File: src/design/decode_pkg.sv
`default_nettype none

package decode_pkg;

   // widths with a meaning of their own
   typedef logic [2:0]   seg_id_t;
   typedef logic [2:0]   reg_id_t;
   typedef logic [127:0] instr_bytes_t;
   typedef logic [31:0]  addr_t;
   typedef logic [47:0]  offset_t;
   typedef logic [2:0]   aluk_t;
   typedef logic [15:0]  sel_t;
   typedef logic [3:0]   len_t;

   // segment register encodings
   localparam seg_id_t SEG_ES = 3'd0;
   localparam seg_id_t SEG_CS = 3'd1;
   localparam seg_id_t SEG_SS = 3'd2;
   localparam seg_id_t SEG_DS = 3'd3;
   localparam seg_id_t SEG_FS = 3'd4;
   localparam seg_id_t SEG_GS = 3'd5;

   // operand sizes as carried by data_size
   localparam logic [1:0] DSIZE_8  = 2'b00;
   localparam logic [1:0] DSIZE_16 = 2'b01;
   localparam logic [1:0] DSIZE_32 = 2'b10;
   localparam logic [1:0] DSIZE_64 = 2'b11;

   localparam aluk_t   ALU_ADD = 3'd0;
   localparam aluk_t   ALU_SUB = 3'd5;
   localparam reg_id_t REG_ESP = 3'd4;
   localparam logic [1:0] MOD_REG = 2'b11;

   // opcode bytes; the 0F page ones need opcode_size set
   localparam logic [7:0] OP_ESC     = 8'h0F;
   localparam logic [7:0] OP_ADD_RM  = 8'h01;
   localparam logic [7:0] OP_GRP1    = 8'h81;
   localparam logic [7:0] OP_MOV_RM  = 8'h89;
   localparam logic [7:0] OP_PUSH_ES = 8'h06;
   localparam logic [7:0] OP_POP_DS  = 8'h1F;
   localparam logic [7:0] OP_JMP_FAR = 8'hEA;
   localparam logic [7:0] OP_MOVQ    = 8'h7F;
   localparam logic [7:0] OP_CMPXCHG = 8'hB0;

   // what stage one hands over
   typedef struct packed {
      logic [15:0] opcode;
      logic        opcode_size;
      logic        operand_override;
      logic        segment_override;
      seg_id_t     seg_id;
      logic        modrm_present;
      logic [7:0]  modrm;
      logic        sib_present;
      logic [7:0]  sib;
      logic        disp_present;
      logic        disp_size;
      logic [2:0]  disp_sel;
      logic [1:0]  imm_size;
      logic [3:0]  imm_sel;
      logic [2:0]  offset_sel;
      logic [1:0]  offset_size;
      len_t        instr_length;
   } d1_fields_t;

   // microcode word; a set mux_* bit means the word value is used as is
   typedef struct packed {
      logic [1:0] data_size;
      logic       sr1_needed;
      logic       seg1_needed;
      logic       mux_seg1_needed;
      logic       mm1_needed;
      logic       mem_rd;
      logic       mux_mem_rd;
      logic       mem_wr;
      logic       mux_mem_wr;
      aluk_t      aluk;
      logic       mux_aluk;
      logic       ld_gpr1;
      logic       mux_ld_gpr1;
      logic       ld_mm;
      reg_id_t    sr1;
      logic       mux_sr1;
      reg_id_t    sr2;
      logic       mux_sr2;
      logic       mux_seg1;
      logic       mux_seg2;
   } cs_word_t;

   // resolved controls for address generation and later
   typedef struct packed {
      logic [1:0] data_size;
      logic       sr1_needed;
      logic       seg1_needed;
      logic       mm1_needed;
      logic       mem_rd;
      logic       mem_wr;
      aluk_t      aluk;
      logic       ld_gpr1;
      logic       ld_mm;
      reg_id_t    sr1;
      reg_id_t    sr2;
      reg_id_t    sr3;
      reg_id_t    sr4;
      seg_id_t    seg1;
      seg_id_t    seg2;
      logic       sib_en;
      logic       disp_en;
      logic       base_reg_en;
      logic       mux_seg;
      logic       cmpxchg;
      logic [1:0] sib_scale;
   } ag_ctrl_t;

   typedef struct packed {
      ag_ctrl_t ctrl;
      addr_t    eip;
      sel_t     cs;
      addr_t    imm32;
      addr_t    disp32;
      offset_t  offset;
   } d2_out_t;

endpackage

`default_nettype wire

File: src/design/ucontrol_store.sv
`timescale 1ns/1ps
`default_nettype none

module ucontrol_store (
   input  logic [7:0]           opcode,
   input  logic                 opcode_size,
   output decode_pkg::cs_word_t word
);
   import decode_pkg::*;

   // unlisted opcodes get an all-zero word
   always_comb begin
      word = '0;
      case ({opcode_size, opcode})
         {1'b0, OP_ADD_RM}: begin
            word.data_size  = DSIZE_32;
            word.sr1_needed = 1'b1;
            word.aluk       = ALU_ADD;
            word.mux_aluk   = 1'b1;
         end
         // alu op comes from the reg field
         {1'b0, OP_GRP1}: begin
            word.data_size  = DSIZE_32;
            word.sr1_needed = 1'b1;
            word.mux_sr2    = 1'b1;
         end
         {1'b0, OP_MOV_RM}: begin
            word.data_size  = DSIZE_32;
            word.sr1_needed = 1'b1;
            word.mux_mem_rd = 1'b1;
            word.aluk       = ALU_ADD;
            word.mux_aluk   = 1'b1;
         end
         // esp based, stack write
         {1'b0, OP_PUSH_ES}: begin
            word.data_size       = DSIZE_32;
            word.sr1_needed      = 1'b1;
            word.seg1_needed     = 1'b1;
            word.mux_seg1_needed = 1'b1;
            word.mux_mem_rd      = 1'b1;
            word.mem_wr          = 1'b1;
            word.mux_mem_wr      = 1'b1;
            word.aluk            = ALU_SUB;
            word.mux_aluk        = 1'b1;
            word.ld_gpr1         = 1'b1;
            word.mux_ld_gpr1     = 1'b1;
            word.sr1             = REG_ESP;
            word.mux_sr1         = 1'b1;
            word.mux_sr2         = 1'b1;
         end
         {1'b0, OP_POP_DS}: begin
            word.data_size       = DSIZE_32;
            word.sr1_needed      = 1'b1;
            word.seg1_needed     = 1'b1;
            word.mux_seg1_needed = 1'b1;
            word.mem_rd          = 1'b1;
            word.mux_mem_rd      = 1'b1;
            word.mux_mem_wr      = 1'b1;
            word.aluk            = ALU_ADD;
            word.mux_aluk        = 1'b1;
            word.ld_gpr1         = 1'b1;
            word.mux_ld_gpr1     = 1'b1;
            word.sr1             = REG_ESP;
            word.mux_sr1         = 1'b1;
            word.mux_sr2         = 1'b1;
         end
         // no modrm, pointer comes from the offset field
         {1'b0, OP_JMP_FAR}: begin
            word.data_size       = DSIZE_32;
            word.mux_seg1_needed = 1'b1;
            word.mux_mem_rd      = 1'b1;
            word.mux_mem_wr      = 1'b1;
            word.mux_aluk        = 1'b1;
            word.mux_ld_gpr1     = 1'b1;
            word.mux_sr1         = 1'b1;
            word.mux_sr2         = 1'b1;
         end
         {1'b1, OP_MOVQ}: begin
            word.data_size   = DSIZE_64;
            word.mm1_needed  = 1'b1;
            word.mux_mem_rd  = 1'b1;
            word.mux_aluk    = 1'b1;
            word.mux_ld_gpr1 = 1'b1;
         end
         {1'b1, OP_CMPXCHG},
         {1'b1, OP_CMPXCHG[7:1], 1'b1}: begin
            word.data_size  = opcode[0] ? DSIZE_32 : DSIZE_8;
            word.sr1_needed = 1'b1;
            word.aluk       = ALU_SUB;
            word.mux_aluk   = 1'b1;
         end
         default: word = '0;
      endcase
   end

endmodule

`default_nettype wire

File: src/design/field_extract.sv
`timescale 1ns/1ps
`default_nettype none

module field_extract (
   input  decode_pkg::instr_bytes_t ir,
   input  decode_pkg::d1_fields_t   d1,
   output decode_pkg::addr_t        disp32,
   output decode_pkg::addr_t        imm32,
   output decode_pkg::offset_t      offset
);
   import decode_pkg::*;

   instr_bytes_t disp_win;
   instr_bytes_t imm_win;
   instr_bytes_t off_win;

   // shift each field down so its first byte sits at bit 0
   assign disp_win = ir >> {d1.disp_sel, 3'b000};
   assign imm_win  = ir >> {d1.imm_sel, 3'b000};
   assign off_win  = ir >> {d1.offset_sel, 3'b000};

   // disp8 is sign extended, disp32 is little endian
   always_comb begin
      if (!d1.disp_present) begin
         disp32 = '0;
      end else if (d1.disp_size) begin
         disp32 = disp_win[31:0];
      end else begin
         disp32 = {{24{disp_win[7]}}, disp_win[7:0]};
      end
   end

   always_comb begin
      case (d1.imm_size)
         2'd0:    imm32 = {{24{imm_win[7]}}, imm_win[7:0]};
         2'd1:    imm32 = {{16{imm_win[15]}}, imm_win[15:0]};
         default: imm32 = imm_win[31:0];
      endcase
   end

   // far pointer: 4 offset bytes, then the 2 selector bytes
   always_comb begin
      if (d1.offset_size != 2'd0) begin
         offset = {off_win[47:32], off_win[31:0]};
      end else begin
         offset = '0;
      end
   end

endmodule

`default_nettype wire

File: src/design/segment_select.sv
`timescale 1ns/1ps
`default_nettype none

module segment_select (
   input  decode_pkg::d1_fields_t d1,
   output decode_pkg::seg_id_t    seg1_id
);
   import decode_pkg::*;

   logic [1:0] mod;
   logic [2:0] rm;
   logic [7:0] op;
   logic       push_pop_seg;
   logic       stack_base;

   assign mod = d1.modrm[7:6];
   assign rm  = d1.modrm[2:0];
   assign op  = d1.opcode[7:0];

   // 06 07 0E 16 17 1E 1F, i.e. 000x x11x on page one minus the 0F escape
   assign push_pop_seg = !d1.opcode_size && (op[7:5] == 3'b000)
                         && (op[2:1] == 2'b11) && (op != OP_ESC);

   // ebp based with a displacement, or esp as sib base
   assign stack_base = (d1.modrm_present && (mod == 2'b01 || mod == 2'b10) && rm == 3'b101)
                       || (d1.sib_present && d1.sib[2:0] == 3'b100);

   always_comb begin
      if (d1.segment_override) begin
         seg1_id = d1.seg_id;
      end else if (push_pop_seg) begin
         // segment encoded in opcode bits 5:3
         seg1_id = op[5:3];
      end else if (stack_base) begin
         seg1_id = SEG_SS;
      end else begin
         seg1_id = SEG_DS;
      end
   end

endmodule

`default_nettype wire

File: src/design/decode_control.sv
`timescale 1ns/1ps
`default_nettype none

module decode_control (
   input  decode_pkg::d1_fields_t d1,
   input  decode_pkg::cs_word_t   word,
   input  decode_pkg::seg_id_t    seg1_id,
   output decode_pkg::ag_ctrl_t   ctrl
);
   import decode_pkg::*;

   logic [1:0] mod;
   reg_id_t    reg_op;
   reg_id_t    rm;
   reg_id_t    base_reg;
   logic       mem_form;
   logic       reg_form;
   logic       op_movq;
   logic       op_cmpxchg;

   assign mod    = d1.modrm[7:6];
   assign reg_op = d1.modrm[5:3];
   assign rm     = d1.modrm[2:0];

   assign mem_form = (mod != MOD_REG);
   assign reg_form = (mod == MOD_REG);

   // full 16-bit compares, escape byte included
   assign op_movq    = (d1.opcode == {OP_ESC, OP_MOVQ});
   assign op_cmpxchg = ({d1.opcode[15:1], 1'b0} == {OP_ESC, OP_CMPXCHG});

   // sib base wins over rm when a sib byte exists
   assign base_reg = d1.sib_present ? d1.sib[2:0] : rm;

   always_comb begin
      ctrl.data_size   = d1.operand_override ? DSIZE_16 : word.data_size;
      ctrl.seg1_needed = word.mux_seg1_needed ? word.seg1_needed : mem_form;
      ctrl.mem_rd      = word.mux_mem_rd ? word.mem_rd : mem_form;
      ctrl.mem_wr      = word.mux_mem_wr ? word.mem_wr : mem_form;
      ctrl.aluk        = word.mux_aluk ? word.aluk : reg_op;
      ctrl.ld_gpr1     = word.mux_ld_gpr1 ? word.ld_gpr1 : reg_form;

      // mmx register vs memory forms
      ctrl.sr1_needed = word.sr1_needed | (word.mm1_needed & mem_form);
      ctrl.mm1_needed = word.mm1_needed & reg_form & !op_movq;
      ctrl.ld_mm      = word.ld_mm | (reg_form & op_movq);

      ctrl.sr1  = word.mux_sr1 ? word.sr1 : base_reg;
      ctrl.sr2  = word.mux_sr2 ? word.sr2 : reg_op;
      ctrl.sr3  = reg_op;
      ctrl.sr4  = d1.sib[5:3];
      ctrl.seg1 = word.mux_seg1 ? SEG_ES : seg1_id;
      ctrl.seg2 = word.mux_seg2 ? reg_op : SEG_SS;

      ctrl.sib_en    = d1.sib_present;
      ctrl.disp_en   = d1.disp_present;
      ctrl.sib_scale = d1.sib[7:6];
      // disp32 only, no base register
      ctrl.base_reg_en = (mod == 2'b00) && (rm == 3'b101);
      ctrl.mux_seg     = d1.segment_override && (d1.seg_id == SEG_CS);
      ctrl.cmpxchg     = op_cmpxchg;
   end

endmodule

`default_nettype wire

File: src/design/d2_latch.sv
`timescale 1ns/1ps
`default_nettype none

module d2_latch (
   input  logic                clk,
   input  logic                arst_n,
   input  logic                in_valid,
   input  logic                stall,
   input  decode_pkg::d2_out_t next,
   input  decode_pkg::len_t    length,
   output decode_pkg::d2_out_t out,
   output logic                out_valid
);
   import decode_pkg::*;

   addr_t eip_next;

   // fall-through eip, wraps at 2^32
   assign eip_next = next.eip + addr_t'(length);

   // stall holds both the payload and the valid bit
   always_ff @(posedge clk or negedge arst_n) begin
      if (!arst_n) begin
         out       <= '0;
         out_valid <= 1'b0;
      end else if (!stall) begin
         out       <= next;
         out.eip   <= eip_next;
         out_valid <= in_valid;
      end
   end

endmodule

`default_nettype wire

File: src/design/decode_stage2.sv
`timescale 1ns/1ps
`default_nettype none

module decode_stage2 (
   input  logic                     clk,
   input  logic                     arst_n,
   input  logic                     in_valid,
   input  logic                     stall,
   input  decode_pkg::d1_fields_t   d1,
   input  decode_pkg::instr_bytes_t ir,
   input  decode_pkg::addr_t        eip,
   input  decode_pkg::sel_t         cs,
   output decode_pkg::d2_out_t      out,
   output logic                     out_valid
);
   import decode_pkg::*;

   cs_word_t word;
   seg_id_t  seg1_id;
   ag_ctrl_t ctrl;
   addr_t    disp32;
   addr_t    imm32;
   offset_t  offset;
   d2_out_t  next;

   ucontrol_store u_ucontrol_store (
      .opcode      (d1.opcode[7:0]),
      .opcode_size (d1.opcode_size),
      .word        (word)
   );

   field_extract u_field_extract (
      .ir     (ir),
      .d1     (d1),
      .disp32 (disp32),
      .imm32  (imm32),
      .offset (offset)
   );

   segment_select u_segment_select (
      .d1      (d1),
      .seg1_id (seg1_id)
   );

   decode_control u_decode_control (
      .d1      (d1),
      .word    (word),
      .seg1_id (seg1_id),
      .ctrl    (ctrl)
   );

   // latch input bundle
   assign next = '{ctrl: ctrl, eip: eip, cs: cs, imm32: imm32,
                   disp32: disp32, offset: offset};

   d2_latch u_d2_latch (
      .clk       (clk),
      .arst_n    (arst_n),
      .in_valid  (in_valid),
      .stall     (stall),
      .next      (next),
      .length    (d1.instr_length),
      .out       (out),
      .out_valid (out_valid)
   );

endmodule

`default_nettype wire

File: config.mk
export PLATFORM = sky130hd
export DESIGN_NAME = decode_stage2
export DESIGN_NICKNAME = d
export VERILOG_FILES = /design/src/design/decode_pkg.sv /design/src/design/ucontrol_store.sv /design/src/design/field_extract.sv /design/src/design/segment_select.sv /design/src/design/decode_control.sv /design/src/design/d2_latch.sv /design/src/design/decode_stage2.sv
export SDC_FILE = /design/constraint.sdc
export NUM_CORES = 1
export LEC_CHECK = 0
export ABC_AREA = 1
export BUFFER_PORTS_ARGS = -buffer_cell sky130_fd_sc_hd__buf_2
export CAP_MARGIN = 0
export CORE_MARGIN = 5
export CORE_UTILIZATION = 45
export CTS_CLUSTER_DIAMETER = 100
export DETAILED_ROUTE_END_ITERATION = 16
export PLACE_DENSITY_LB_ADDON = 0.15
export SYNTH_ARGS = -nofsm -noshare
export SYNTH_HDL_FRONTEND = slang
export SYNTH_SLANG_ARGS = --single-unit
File: constraint.sdc
create_clock -name clk -period 1.1 [get_ports clk]
set_clock_uncertainty 0.15 [all_clocks]
set_input_delay 0.055 -clock clk [delete_from_list [all_inputs] [get_ports clk]]
set_output_delay 0.055 -clock clk [all_outputs]
set_load 0.01 [all_outputs]
Word-level counts from Yosys, hierarchy flattened
Index checks and enable logic that the tools add are counted.

Add/sub/neg operators: 1. Equality and inequality tests: 21. Shift-type cells: 3. Muxes and demuxes: 30. Bitwise gates (word level): 5. Reduce and logical (&&, ||, !) cells: 26.

Operator list (count): 128-bit by 6-bit >> shifter with 32-bit output (1); 128-bit by 6-bit >> shifter with 48-bit output (1); 128-bit by 7-bit >> shifter with 32-bit output (1); 32-bit two-way mux (2); 32-bit case mux with 2 select lines (1); 48-bit two-way mux (1); 32-bit by 4-bit adder with 32-bit output (1); 9-bit by 8-bit equality test with 1-bit output, second input constant (3); 9-bit equality test, second input constant (3); 3-bit two-way mux (8); 16-bit by 12-bit equality test with 1-bit output, second input constant (1); 15-bit by 11-bit equality test with 1-bit output, second input constant (1); 1-bit two-way mux (15); 9-bit by 1-bit equality test with 1-bit output, second input constant (1); 9-bit by 3-bit equality test with 1-bit output, second input constant (1); 9-bit by 5-bit equality test with 1-bit output, second input constant (1); 1-bit logical AND (8); 8-bit by 4-bit inequality test with 1-bit output, second input constant (1); 4-bit OR reduction (2); 8-bit OR reduction (1); 7-bit OR reduction (1); 2-bit equality test, second input constant (3); 3-bit equality test, second input constant (2); 2-bit case mux with 3 select lines (1); other kinds (15) (25).

Register bits after elaboration: 196. Output and inout bits: 198. Logic and storage cells: 113.

Logic depth before layout (Yosys ltp)
Depth in word-level cells: 8. Gate-level depth with buffers: 14.

Cells and area by module
From an unflattened synthesis, not the netlist that was laid out.

Cells, all modules: 3183. Area, all modules: 17944.7 sq um.

Modules (own cells, without submodules): field_extract (instances 1, cells an instance 1900, area each 8453.1 sq um, seq. area each 0.0 sq um); d2_latch (instances 1, cells an instance 1059, area each 8419.3 sq um, seq. area each 4954.8 sq um); decode_control (instances 1, cells an instance 99, area each 465.4 sq um, seq. area each 0.0 sq um); ucontrol_store (instances 1, cells an instance 91, area each 464.2 sq um, seq. area each 0.0 sq um); segment_select (instances 1, cells an instance 34, area each 142.6 sq um, seq. area each 0.0 sq um).

Worst setup path after synthesis
No wires, ideal clock.

Path kind: input port to flip-flop. Start: in d1[0] (netlist bit). End: reg, netlist name u_d2_latch.out[140]. Library setup time: 0.083 ns. Arrival time: 1.463 ns. Data required time: 0.867 ns. Path slack: -0.596 ns. Stages on the path: 11. Buffers on the path: 0. Path through: ha_1 inv_1 fa_1 inv_1 nand2_1 nand2_1 o21ai_0 nor2_1 inv_1 xor2_1 o21ai_0.

Word-level cells in the longest chain between the ends: 1.

RTL lines: start: declaration (RTL line decode_stage2.sv:9) `input decode_pkg::d1_fields_t d1,`; 32-bit by 4-bit adder with 32-bit output (RTL line d2_latch.sv:19) `assign eip_next = next.eip + addr_t'(length);`.

No other way between the ends. A chain may end at the register's enable or synchronous reset.

Worst setup path after layout
Start: in eip[0]. End: reg, netlist name u_d2_latch.out[150].

Word-level cells in the longest chain between the ends: 1.

RTL lines: start: declaration (RTL line decode_stage2.sv:11) `input decode_pkg::addr_t eip,`; 32-bit by 4-bit adder with 32-bit output (RTL line d2_latch.sv:19).

No other way between the ends.

==> impl_metrics.json <==
{
  "hold_ws_ns": -0.179,
  "fillers": 2584,
  "clock_sinks": 196,
  "root_buffer": "clkbuf_16",
  "worst_ep_arrival_time_ns": 1.79,
  "grt_pass1_wl_um": 138000,
  "crit_type": "in -> reg",
  "ff2ff_setup_slack_ns": -0.10,
  "leakagePower_uw": 0.0150,
  "die_w_um": 203,
  "synth_flop_cell": "dfrtp_1",
  "placedCellCount": 4073,
  "layout_commonest_cell": "nand2_1",
  "die_area_um2": 41300,
  "ys_types": 45,
  "cp-end-kind": "register",
  "mostFrequentLayoutCells": "nand2_1 (1123), buf_4 (557), buf_2 (325)",
  "grt-ovfl-total": 0,
  "synth_edf_count": 0,
  "async_flop_share_pct": 100,
  "drt-initial-drc-count": 4058,
  "grt_pass1_vias": 24191,
  "numPortBuffers": 435,
  "first_pass_iters": 6,
  "start_util_pct": 45.8,
  "dieHeight_um": 203,
  "fin_ws_ns": -0.445,
  "cp-start-kind": "primary input",
  "gr-usage-all-layers_pct": 42.2,
  "instances_no_fill": 4392,
  "postSynthAreaPerCell_um2": 5.80,
  "finalPower_uw": 27900,
  "yosysWarnings": 0,
  "drc_errors": 0,
  "rows": 70,
  "grt_max_degree": 61,
  "worst_pin_slew_ns": 0.872,
  "path_clk_slew_ns": 0.09,
  "min_period_ns": 1.54,
  "rsz0062_at_grt": "yes",
  "coreArea_um2": 36700,
  "synth_cells": 2897,
  "yosysSeqAreaShare_pct": 29.2,
  "fin_area_um2": 28500,
  "period_share_pct": 140,
  "place_hpwl_um": 65300,
  "startpoint": "eip[0]",
  "setup_viol": 259,
  "drt-total-wl_um": 103000,
  "syn_to_final_growth_pct": 69.9,
  "insertion_delay_ns": 0.47,
  "violations": "negative hold slack, negative setup slack",
  "nNetsFinal": 4151,
  "netlist_area_um2": 16800,
  "hold_viol": 38,
  "max_slew_margin_pct": 41.1,
  "dpl_cell_area_um2": 23100,
  "gp_congestion": 1.05,
  "io_pins": 438,
  "slew_violations": 0,
  "num_vias": 26636,
  "min_from": "eip[30]",
  "multi_input_area_um2": 11900,
  "cts_tree": "built",
  "wl_per_cell_um": 23.4,
  "min_path_type": "in -> reg",
  "timing.rr.start": "u_d2_latch.out[116]",
  "antenna_found_initial": 8,
  "ant_nets": 0,
  "max_cap_viol_count": 0,
  "p_per_area_nw_per_um2": 977,
  "synth-seq-cells": 196,
  "drive_above_1_share_pct": 37.3,
  "via_per_inst": 6.06,
  "ir_worst_vdd_uv": 1200,
  "clk_path_buf_depth": 2,
  "regArea_um2": 4910,
  "worstPathMaxFanout": 3,
  "cp.required_ns": 1.34,
  "outcome": "finished with violations",
  "fmaxAchievable_ghz": 0.647,
  "cts-htree-levels": 4,
  "numCtsBuffers": 17
}
-- worst max-delay path: stages --
cell and delay (ns):
buf_6 0.08, ha_4 0.16, inv_2 0.05, fa_2 0.34
inv_2 0.09, nand2_4 0.07, a21oi_4 0.18, nand2_4 0.10
buf_6 0.15, inv_4 0.07, nand3_2 0.23, a31oi_4 0.20
-- metal layers --
| metal | vias up | routed length, µm | global-route usage, % |
|---|---|---|---|
| li1 | 11447 | - | - |
| met1 | 12102 | 34600 | 51.3 |
| met2 | 2303 | 45600 | 69.5 |
| met3 | 784 | 12600 | 8.00 |
| met4 | 0 | 10100 | 26.1 |
| met5 | - | 0 | 0 |
-- per-stage QoR --
step / hold WS (ns) / setup WS, ns / util [%] / setup TNS (ns)
2_1_floorplan: -0.391 / -0.448 / - / -17.36
3_3_place_gp: -0.230 / -0.713 / 63.0 / -71.69
3_5_place_dp: -0.233 / -0.725 / 63.0 / -75.90
4_1_cts: -0.245 / -0.207 / 71.3 / -23.42
5_1_grt: -0.167 / -0.473 / 77.8 / -35.58
6_report: -0.179 / -0.445 / 77.8 / -29.21
-- synth_stat cells (12+ instances only) --
library cell  count  share of area [%]
nor3_1           27               0.80
o211ai_1         28                1.3
buf_1            19               0.42
or2_2            19               0.71
o21ai_0         283                8.4
buf_2            62                1.8
nand3_1         336                 10
inv_1           127                2.8
dfrtp_1         196                 29
nand2_1        1230                 27
clkbuf_1        102                2.3
nand4_1          12               0.45
a21oi_1         121                3.6
nor2_1          212                4.7
-- power by group --
group,leakage [µW],total (µW),internal [µW],switching (µW)
Combinational,0.0123,12500,5640,6870
Sequential,0.00240,8630,7980,647
Clock,0.000292,6740,3290,3450
-- cells by family (layout without fill, tap and decap cells) --
logic type,Yosys count,count (layout),share of synthesized area [%]
AO/OA/AOI/OAI,474,474,15.0
XOR/XNOR,7,7,0.365
adder cells (fa/ha/maj),7,7,0.566
buffers and inverters,334,1352,8.48
flip-flops,196,196,29.2
multiplexers,6,6,0.358
other,1,9,0.0223
AND/OR/NAND/NOR,1872,1873,46.0
-- state kept, by name, summed over array words and instances (netlist names) --
name,count
u_d2_latch.out,195
u_d2_latch.out_valid,1
-- final timing paths --
kind / end / cells after the start
max in group asynchronous: u_d2_latch.out[41] / 3
min in group asynchronous: u_d2_latch.out[33] / 3
max reg2reg: u_d2_latch.out[116] / 3
min: u_d2_latch.out[158] / 5
max: u_d2_latch.out[150] / 12
min reg2reg: u_d2_latch.out[165] / 2
-- layout make-up --
type                       instances  area share [%]
clock buffer                      19            1.55
inverter                         135            1.92
tap                              468            2.05
clock inverter                    13           0.509
multi-input combinational       2369            41.7
sequential                       196            17.2
timing repair buffer            1185            35.0
antenna                            7          0.0614
-- timing repair --
action	CTS	global route
hold buffers	93	6
setup buffers	69	98
pin swaps	27	139
endpoints found under the setup margin	264	332
cloned	10	16
endpoints found under the hold margin	338	47
gates resized for setup	191	358
(Power assumes the default switching activity.)
